File: src/ram_pkg.sv
`default_nettype none

package ram_pkg;

    // Default word and address widths
    localparam int DATA_W = 16;
    localparam int ADDR_W = 5;

    typedef logic [DATA_W-1:0] ram_data_t;

    // Shared write port, broadcast to every memory
    typedef struct packed {
        logic             en;
        logic [ADDR_W-1:0] addr;
        ram_data_t        data;
    } ram_write_t;

    // Block RAM read request
    typedef struct packed {
        logic             en;
        logic [ADDR_W-1:0] addr;
    } m20k_read_t;

    // Low-latency read request
    typedef struct packed {
        logic             ce;
        logic             clear;
        logic [ADDR_W-1:0] addr;
    } ll_read_t;

endpackage

`default_nettype wire

File: src/low_latency_ram.sv
`timescale 1ns/100ps
`default_nettype none

module low_latency_ram #(
    parameter int WIDTH      = 16,
    parameter int DEPTH_LOG2 = 5
) (
    input  logic                clk,
    input  logic                arst_n,
    input  ram_pkg::ram_write_t write,
    input  ram_pkg::ll_read_t   read,
    output ram_pkg::ram_data_t  rdata
);

    import ram_pkg::*;

    logic [DEPTH_LOG2-1:0] raddr_q;
    ram_data_t             array_rdata;
    ram_data_t             rdata_q;

    ram_array #(
        .WIDTH      (WIDTH),
        .DEPTH_LOG2 (DEPTH_LOG2)
    ) ram_array_i (
        .clk    (clk),
        .arst_n (arst_n),
        .write  (write),
        .raddr  (raddr_q),
        .rdata  (array_rdata)
    );

    // Address stage, stalls with ce
    always_ff @(posedge clk or negedge arst_n) begin
        if (!arst_n) begin
            raddr_q <= '0;
        end else if (read.ce) begin
            raddr_q <= read.addr;
        end
    end

    // Output stage, clear only takes effect on an enabled edge
    always_ff @(posedge clk or negedge arst_n) begin
        if (!arst_n) begin
            rdata_q <= '0;
        end else if (read.ce) begin
            if (read.clear) begin
                rdata_q <= '0;
            end else begin
                rdata_q <= array_rdata;
            end
        end
    end

    assign rdata = rdata_q;

endmodule

`default_nettype wire

File: src/m20k_ram.sv
`timescale 1ns/100ps
`default_nettype none

module m20k_ram #(
    parameter int WIDTH      = 16,
    parameter int DEPTH_LOG2 = 5
) (
    input  logic                clk,
    input  logic                arst_n,
    input  ram_pkg::ram_write_t write,
    input  ram_pkg::m20k_read_t read,
    output ram_pkg::ram_data_t  rdata
);

    import ram_pkg::*;

    logic                  read_en_q;
    logic [DEPTH_LOG2-1:0] raddr_q;
    ram_data_t             array_rdata;
    ram_data_t             masked_rdata;
    ram_data_t             stage1_q;
    ram_data_t             stage2_q;

    always_ff @(posedge clk or negedge arst_n) begin
        if (!arst_n) begin
            read_en_q <= 1'b0;
            raddr_q   <= '0;
        end else begin
            read_en_q <= read.en;
            raddr_q   <= read.addr;
        end
    end

    ram_array #(
        .WIDTH      (WIDTH),
        .DEPTH_LOG2 (DEPTH_LOG2)
    ) ram_array_i (
        .clk    (clk),
        .arst_n (arst_n),
        .write  (write),
        .raddr  (raddr_q),
        .rdata  (array_rdata)
    );

    // Force to zero when the read was not enabled
    assign masked_rdata = read_en_q ? array_rdata : '0;

    // Two output stages, as in the hard block
    always_ff @(posedge clk or negedge arst_n) begin
        if (!arst_n) begin
            stage1_q <= '0;
            stage2_q <= '0;
        end else begin
            stage1_q <= masked_rdata;
            stage2_q <= stage1_q;
        end
    end

    assign rdata = stage2_q;

endmodule

`default_nettype wire

File: src/mlab_ram.sv
`timescale 1ns/100ps
`default_nettype none

module mlab_ram #(
    parameter int WIDTH           = 16,
    parameter int DEPTH_LOG2      = 5,
    parameter int OUTPUT_REGISTER = 0
) (
    input  logic                  clk,
    input  logic                  arst_n,
    input  ram_pkg::ram_write_t   write,
    input  logic [DEPTH_LOG2-1:0] raddr,
    output ram_pkg::ram_data_t    rdata
);

    import ram_pkg::*;

    logic [DEPTH_LOG2-1:0] raddr_q;
    ram_data_t             array_rdata;

    always_ff @(posedge clk or negedge arst_n) begin
        if (!arst_n) begin
            raddr_q <= '0;
        end else begin
            raddr_q <= raddr;
        end
    end

    ram_array #(
        .WIDTH      (WIDTH),
        .DEPTH_LOG2 (DEPTH_LOG2)
    ) ram_array_i (
        .clk    (clk),
        .arst_n (arst_n),
        .write  (write),
        .raddr  (raddr_q),
        .rdata  (array_rdata)
    );

    if (OUTPUT_REGISTER != 0) begin : g_out_reg
        ram_data_t rdata_q;

        always_ff @(posedge clk or negedge arst_n) begin
            if (!arst_n) begin
                rdata_q <= '0;
            end else begin
                rdata_q <= array_rdata;
            end
        end

        assign rdata = rdata_q;
    end else begin : g_out_comb
        // Data follows the registered address directly
        assign rdata = array_rdata;
    end

endmodule

`default_nettype wire

File: src/ram_array.sv
`timescale 1ns/100ps
`default_nettype none

module ram_array #(
    parameter int WIDTH      = 16,
    parameter int DEPTH_LOG2 = 5
) (
    input  logic                    clk,
    input  logic                    arst_n,
    input  ram_pkg::ram_write_t     write,
    input  logic [DEPTH_LOG2-1:0]   raddr,
    output ram_pkg::ram_data_t      rdata
);

    localparam int DEPTH = 1 << DEPTH_LOG2;

    logic [WIDTH-1:0]      mem [DEPTH];

    logic                  write_en_q;
    logic [DEPTH_LOG2-1:0] write_addr_q;
    logic [WIDTH-1:0]      write_data_q;

    // Write strobe is the only control state here
    always_ff @(posedge clk or negedge arst_n) begin
        if (!arst_n) begin
            write_en_q <= 1'b0;
        end else begin
            write_en_q <= write.en;
        end
    end

    always_ff @(posedge clk) begin
        write_addr_q <= write.addr;
        write_data_q <= write.data;
    end

    // Array is written one cycle after the request
    always_ff @(posedge clk) begin
        if (write_en_q) begin
            mem[write_addr_q] <= write_data_q;
        end
    end

    // Unregistered read, the callers supply the pipeline
    assign rdata = mem[raddr];

endmodule

`default_nettype wire

File: src/ram_set_top.sv
`timescale 1ns/100ps
`default_nettype none

module ram_set_top #(
    parameter int WIDTH           = ram_pkg::DATA_W,
    parameter int DEPTH_LOG2      = ram_pkg::ADDR_W,
    parameter int OUTPUT_REGISTER = 1
) (
    input  logic                  clk,
    input  logic                  arst_n,
    input  ram_pkg::ram_write_t   write,
    input  logic [DEPTH_LOG2-1:0] mlab_raddr,
    input  ram_pkg::m20k_read_t   m20k_read,
    input  ram_pkg::ll_read_t     ll_read,
    output ram_pkg::ram_data_t    mlab_rdata,
    output ram_pkg::ram_data_t    m20k_rdata,
    output ram_pkg::ram_data_t    ll_rdata
);

    import ram_pkg::*;

    // Port structs are sized by the package, so the parameters must agree
    if (WIDTH != DATA_W || DEPTH_LOG2 != ADDR_W) begin : g_width_check
        $fatal(1, "ram_set_top: WIDTH/DEPTH_LOG2 do not match ram_pkg DATA_W/ADDR_W");
    end

    // Same write goes to all three arrays
    mlab_ram #(
        .WIDTH           (WIDTH),
        .DEPTH_LOG2      (DEPTH_LOG2),
        .OUTPUT_REGISTER (OUTPUT_REGISTER)
    ) mlab_ram_i (
        .clk    (clk),
        .arst_n (arst_n),
        .write  (write),
        .raddr  (mlab_raddr),
        .rdata  (mlab_rdata)
    );

    m20k_ram #(
        .WIDTH      (WIDTH),
        .DEPTH_LOG2 (DEPTH_LOG2)
    ) m20k_ram_i (
        .clk    (clk),
        .arst_n (arst_n),
        .write  (write),
        .read   (m20k_read),
        .rdata  (m20k_rdata)
    );

    low_latency_ram #(
        .WIDTH      (WIDTH),
        .DEPTH_LOG2 (DEPTH_LOG2)
    ) low_latency_ram_i (
        .clk    (clk),
        .arst_n (arst_n),
        .write  (write),
        .read   (ll_read),
        .rdata  (ll_rdata)
    );

endmodule

`default_nettype wire
File: config.mk
export PLATFORM = sky130hd
export DESIGN_NAME = ram_set_top
export DESIGN_NICKNAME = d
export VERILOG_FILES = /design/src/ram_pkg.sv /design/src/low_latency_ram.sv /design/src/m20k_ram.sv /design/src/mlab_ram.sv /design/src/ram_array.sv /design/src/ram_set_top.sv
export SDC_FILE = /design/constraint.sdc
export NUM_CORES = 1
export LEC_CHECK = 0
export BUFFER_PORTS_ARGS = -buffer_cell sky130_fd_sc_hd__clkbuf_2
export CAP_MARGIN = 40
export CORE_ASPECT_RATIO = 0.7
export CORE_UTILIZATION = 56
export CTS_BUF_LIST = sky130_fd_sc_hd__clkbuf_8
export DETAILED_ROUTE_END_ITERATION = 10
export PLACE_DENSITY = 0.73
export SLEW_MARGIN = 15
export SYNTH_ARGS = -nofsm -noshare
export SYNTH_HDL_FRONTEND = slang
export SYNTH_SLANG_ARGS = --single-unit
File: constraint.sdc
create_clock -name clk -period 6.4 [get_ports clk]
set_input_delay 1.28 -clock clk [delete_from_list [all_inputs] [get_ports clk]]
set_output_delay 1.28 -clock clk [all_outputs]
set_load 0.01 [all_outputs]
# ---- After elaboration in Yosys (flattened, before gate mapping)
# Memories as Yosys holds them, arrays and structs flattened. A register that Yosys moved wholly into a read port is not among the register bits.
# Cells that the tools add are included.
dict set report word_totals {
  reg_bits 86
  latchBits 0
  ram_bits 1536
  mem_bits_ro 0
  in_bits 42
  output_inout_bits 48
  word_cells 18
  memories 3
}
dict set report classes {
  add_sub_neg 0
  n_mul 0
  n_div 0
  magnitude_cmp 0
  n_eq_ne 0
  shift 0
  n_mux 4
  n_bitwise 0
  n_reduce_logical 1
}
# name depth word_bits rd rd_clocked_by_memory_dff write_ports line_no
set memory_table {}
lappend memory_table {low_latency_ram_i.ram_array_i.mem 32 16 1 0 1 ram_array.sv:17} ;# logic [WIDTH-1:0] mem [DEPTH];
lappend memory_table {m20k_ram_i.ram_array_i.mem 32 16 1 0 1 ram_array.sv:17}
lappend memory_table {mlab_ram_i.ram_array_i.mem 32 16 1 1 1 ram_array.sv:17}
# cell count
set op_table {}
lappend op_table {{$mux 16} 2}
lappend op_table {{$mux 1} 2}
lappend op_table {{$logic_not 1->1} 1}

# ---- Logic depth before layout (Yosys ltp)
dict set report depth {
  word_depth 2
  mapped_depth 10
  ltp_nobuf 5
}

# ---- Hierarchy
# Synthesis repeated with hierarchy kept, for this count alone.
dict set report unflattened {
  hier_cells 3602
  hier_area_um2 64478.1
}
# mod instances cells_per_inst area_each_um2 seq_area_each_um2
set modules_own_cells {}
lappend modules_own_cells {ram_array 3 1149 20661.1 15820.2}
lappend modules_own_cells {m20k_ram 1 55 1077.3 950.9}
lappend modules_own_cells {low_latency_ram 1 79 892.1 525.5}
lappend modules_own_cells {mlab_ram 1 21 525.5 525.5}

# ---- Least setup slack after synthesis
# No wires, ideal clock.
dict set report synth_timing {
  kind {reg2reg}
  start {reg mlab_ram_i.raddr_q[1]}
  end {reg mlab_ram_i.g_out_reg.rdata_q[0], in the netlist mlab_ram_i.rdata[0] (read register of mlab_ram_i.ram_array_i.mem)}
  setup_time_ns 0.125
  t_arrival_ns 2.052
  required_ns 6.275
  slack_ns 4.224
  path_stages_with_launch 6
  n_path_buf 2
  path_cell_list {dfrtp_1 -> clkbuf_1 -> buf_1 -> mux4_2 -> mux4_2 -> mux2_2}
}
# item line_no
set synth_lines {}
lappend synth_lines {{start, declared} mlab_ram.sv:18} ;# logic [DEPTH_LOG2-1:0] raddr_q;
lappend synth_lines {{start signal, assigned} mlab_ram.sv:25} ;# raddr_q <= raddr;
lappend synth_lines {{end, declared} mlab_ram.sv:41} ;# ram_data_t rdata_q;

# ---- Worst setup path in the final report
dict set report layout_timing {
  start {reg m20k_ram_i.raddr_q[0]}
  end {reg m20k_ram_i.stage1_q[13]}
}
dict set report layout_between {
  elab_chain_cells 2
}
# item line_no
set layout_rtl {}
lappend layout_rtl {{start, declared} m20k_ram.sv:18} ;# logic [DEPTH_LOG2-1:0] raddr_q;
lappend layout_rtl {{start signal, assigned} m20k_ram.sv:30} ;# raddr_q <= read.addr;
lappend layout_rtl {{$mem_v2 32x16} --}
lappend layout_rtl {{$mux 16} m20k_ram.sv:46} ;# assign masked_rdata = read_en_q ? array_rdata : '0;
lappend layout_rtl {{named net m20k_ram_i.masked_rdata[13]} m20k_ram.sv:20} ;# ram_data_t masked_rdata;
lappend layout_rtl {{end signal, assigned} m20k_ram.sv:54} ;# stage1_q <= masked_rdata;
lappend layout_rtl {{end, declared} m20k_ram.sv:21} ;# ram_data_t stage1_q;
# The timed path passes the listed nets, and every way through them passes these cells.
# A chain may end at the register's enable or synchronous reset.

==> qor.txt <==
I/O Pins: 90
Post-layout util: 64.1%
Worst Hold Class: reg -> reg
Core area: 53800 um2
Detail Route Antenna Nets: 0
Clk slew on worst S/H paths: 70 ps
Synth Warn #: 0
Power Density: 267 nW/um2
Mux cell area share after synthesis: 34.2%
Post-Route WL: 96200 um
Clock skew: 30.4 ps
First-pass GRT wire length: 137000 um
Chip height: 198 um
Initial Util: 56.9%
DR pass1 iterations: 5
Root buf cell: clkbuf_8
Synth unique cells: 30
Via Count: 18800
Via density: 7.37
Clock latency on the worst-skew pair: 720 ps
Most frequent cells in the layout: edfxtp_1, mux4_2, mux2i_1
Largest area contributor in the synthesized netlist: edfxtp_1
Worst setup margin: 3140 ps
DP HPWL: 58700 um
Final setup TNS: 0 ps
Commonest non-fill, non-tap cell in the layout: edfxtp_1
Top-area cell type share of the netlist area: 50.2%
Leakage: 0.0119 uW
Status: finished, final reports clean
Fin. max-slew vios: 0
PortBufs: 89
Worst IR drop on VDD: 150 uV
Synth Area in Adders: 0%
Num Clock Sinks: 614
Largest net degree at the start of global routing: 65
Post-CTS Resized: 0
Die width: 282 um
Fmax: 0.307 GHz
Worst EP required: 7000 ps
Drc violations: 0
CTS tree: built
Synth Area in Compound Gates: 3.40%
Aggregate global routing overflow: 0
Finish-stage setup viols: 0
Synth Area in Simple Gates: 1.76%
Hold-fix buffers, CTS: 0
Pwr Total: 9220 uW
Vias in the first global route: 18700
Crit Path Class: reg -> reg
WP data arrival: 3860 ps
XOR/XNOR share of the synthesized area: 0%
Max_slew headroom: 37.4%
Cell count after synthesis: 1610
Synth async-reset ratio: 13.2%
Startpoint Class: flip-flop
Initial antenna violation count: 5
Hold Fails Final Rpt: 0
Layout net count: 1779
Layout cells sized above 1: 42.2%
Mapped Area: 30600 um2
Seq/Total Area, Yosys: 58.2%
CP Max Fanout: 35
Dominant cells by area after synthesis: edfxtp_1, mux4_2, dfrtp_1, mux2i_1, mux2_2
Worst slew pin tran: 936 ps
Max-cap violation count: 0
Period minus WS final: 3260 ps
Largest family of logic cells by synthesized area: multiplexers
Placer Congestion: 0.872
Global Route Usage Sum: 35.8%
CP Capture Type: flip-flop
Post-CTS setup buffers: 0
Synth Flop Type: edfxtp_1
RSZ-0062 raised after global routing: false
Place WS: 3110 ps
#FFs+latches synth: 614
CTS buffer count: 93
Layout area overhead: 12.7%
DIE AREA: 55600 um2
Synthesized area per cell: 19.0 um2
Row cnt: 71
EDFF count, synth: 512
Initial DRC count: 2914
H-tree levels: 3
Post-Syn Nets: 1652
Maximum root-to-sink buffer count: 3
WL/cell: 37.8 um
Final worst-path cycle share: 50.9%
## cells in the mapped netlist (2+ instances only)
cell type,count
a22o_1,28
a22oi_1,16
o221ai_1,12
nand3b_1,5
mux4_2,362
o311ai_0,4
inv_1,16
nand3_1,6
buf_4,31
or3b_2,3
a21oi_1,38
buf_1,21
mux2_2,49
nand2_1,24
buf_6,4
dfxtp_1,21
nor2b_1,6
a221oi_1,28
buf_2,23
o22ai_1,16
and2_1,2
clkbuf_1,58
mux2i_1,176
and3_1,20
edfxtp_1,512
nor2_1,45
dfrtp_1,81
## worst max-delay path, cell delays in order (launching register included)
cell and delay (ps):
dfrtp_4 920, buf_4 730, mux4_2 610, mux4_2 490
nor2_1 130, a21oi_1 50, and3_1 180
## path summary, 6_finish.rpt
path	from	endpoint	slack (ps)	depth (start not counted)
worst max-delay path	m20k_ram_i.raddr_q[0]	m20k_ram_i.stage1_q[13]	3140	6
worst min-delay path	m20k_ram_i.stage1_q[1]	m20k_ram_i.rdata[1]	340	0
worst max register to register	m20k_ram_i.raddr_q[0]	m20k_ram_i.stage1_q[13]	3140	6
worst min register to register	m20k_ram_i.stage1_q[1]	m20k_ram_i.rdata[1]	340	0
max in group asynchronous	arst_n	low_latency_ram_i.raddr_q[1]	4480	2
min in group asynchronous	arst_n	mlab_ram_i.rdata[3]	590	1
## registers in the layout, indices dropped and copies added, names as in the netlist
name and count:
low_latency_ram_i.ram_array_i.write_addr_q 5, m20k_ram_i.stage1_q 16, m20k_ram_i.read_en_q 1, m20k_ram_i.rdata 16, low_latency_ram_i.ram_array_i.write_en_q 1, m20k_ram_i.raddr_q 5, low_latency_ram_i.rdata 16, mlab_ram_i.ram_array_i.mem 272
low_latency_ram_i.raddr_q 5, m20k_ram_i.ram_array_i.mem 240, mlab_ram_i.raddr_q 5, low_latency_ram_i.ram_array_i.write_data_q 16, mlab_ram_i.rdata 16
## per-layer routing
| layer | up-vias | GRT usage (%) | routed length [um] |
|---|---|---|---|
| met4 | 2 | 14.3 | 4350 |
| li1 | 7196 | - | - |
| met3 | 269 | 13.9 | 14900 |
| met2 | 1608 | 50.4 | 41300 |
| met5 | - | 0 | 11 |
| met1 | 9709 | 50.5 | 35700 |
## layout make-up
class,count,area [um2]
clock buffers,112,1540
inverters,16,60.1
clock inverters,63,458
repair buffers,170,1470
diodes,1,2.50
fillers,3726,19300
well taps,730,913
flip-flops and latches,614,17900
multi-input cells,842,12200
## through the flow
| stage | area, um2 | cells | hold slack [ps] |
|---|---|---|---|
| floorplan | 30600 | 1610 | 331 |
| global placement | 31900 | 2338 | 335 |
| detailed placement | 32500 | 2368 | 335 |
| CTS | 34500 | 2543 | 345 |
| global route | 34500 | 2547 | 360 |
| finish | 34500 | 2548 | 343 |
## cell families after synthesis
| family | after synthesis |
|---|---|
| compound gates | 142 |
| simple gates | 113 |
| mux | 587 |
| buf+inv | 154 |
| flops | 614 |
## report_power, final
part           internal [uW]  total [uW]  switching [uW]
clock network           1870        3470            1590
registers               4440        4600             162
logic                    533        1150             619
No activity file was read; power rests on OpenSTA's default activity.
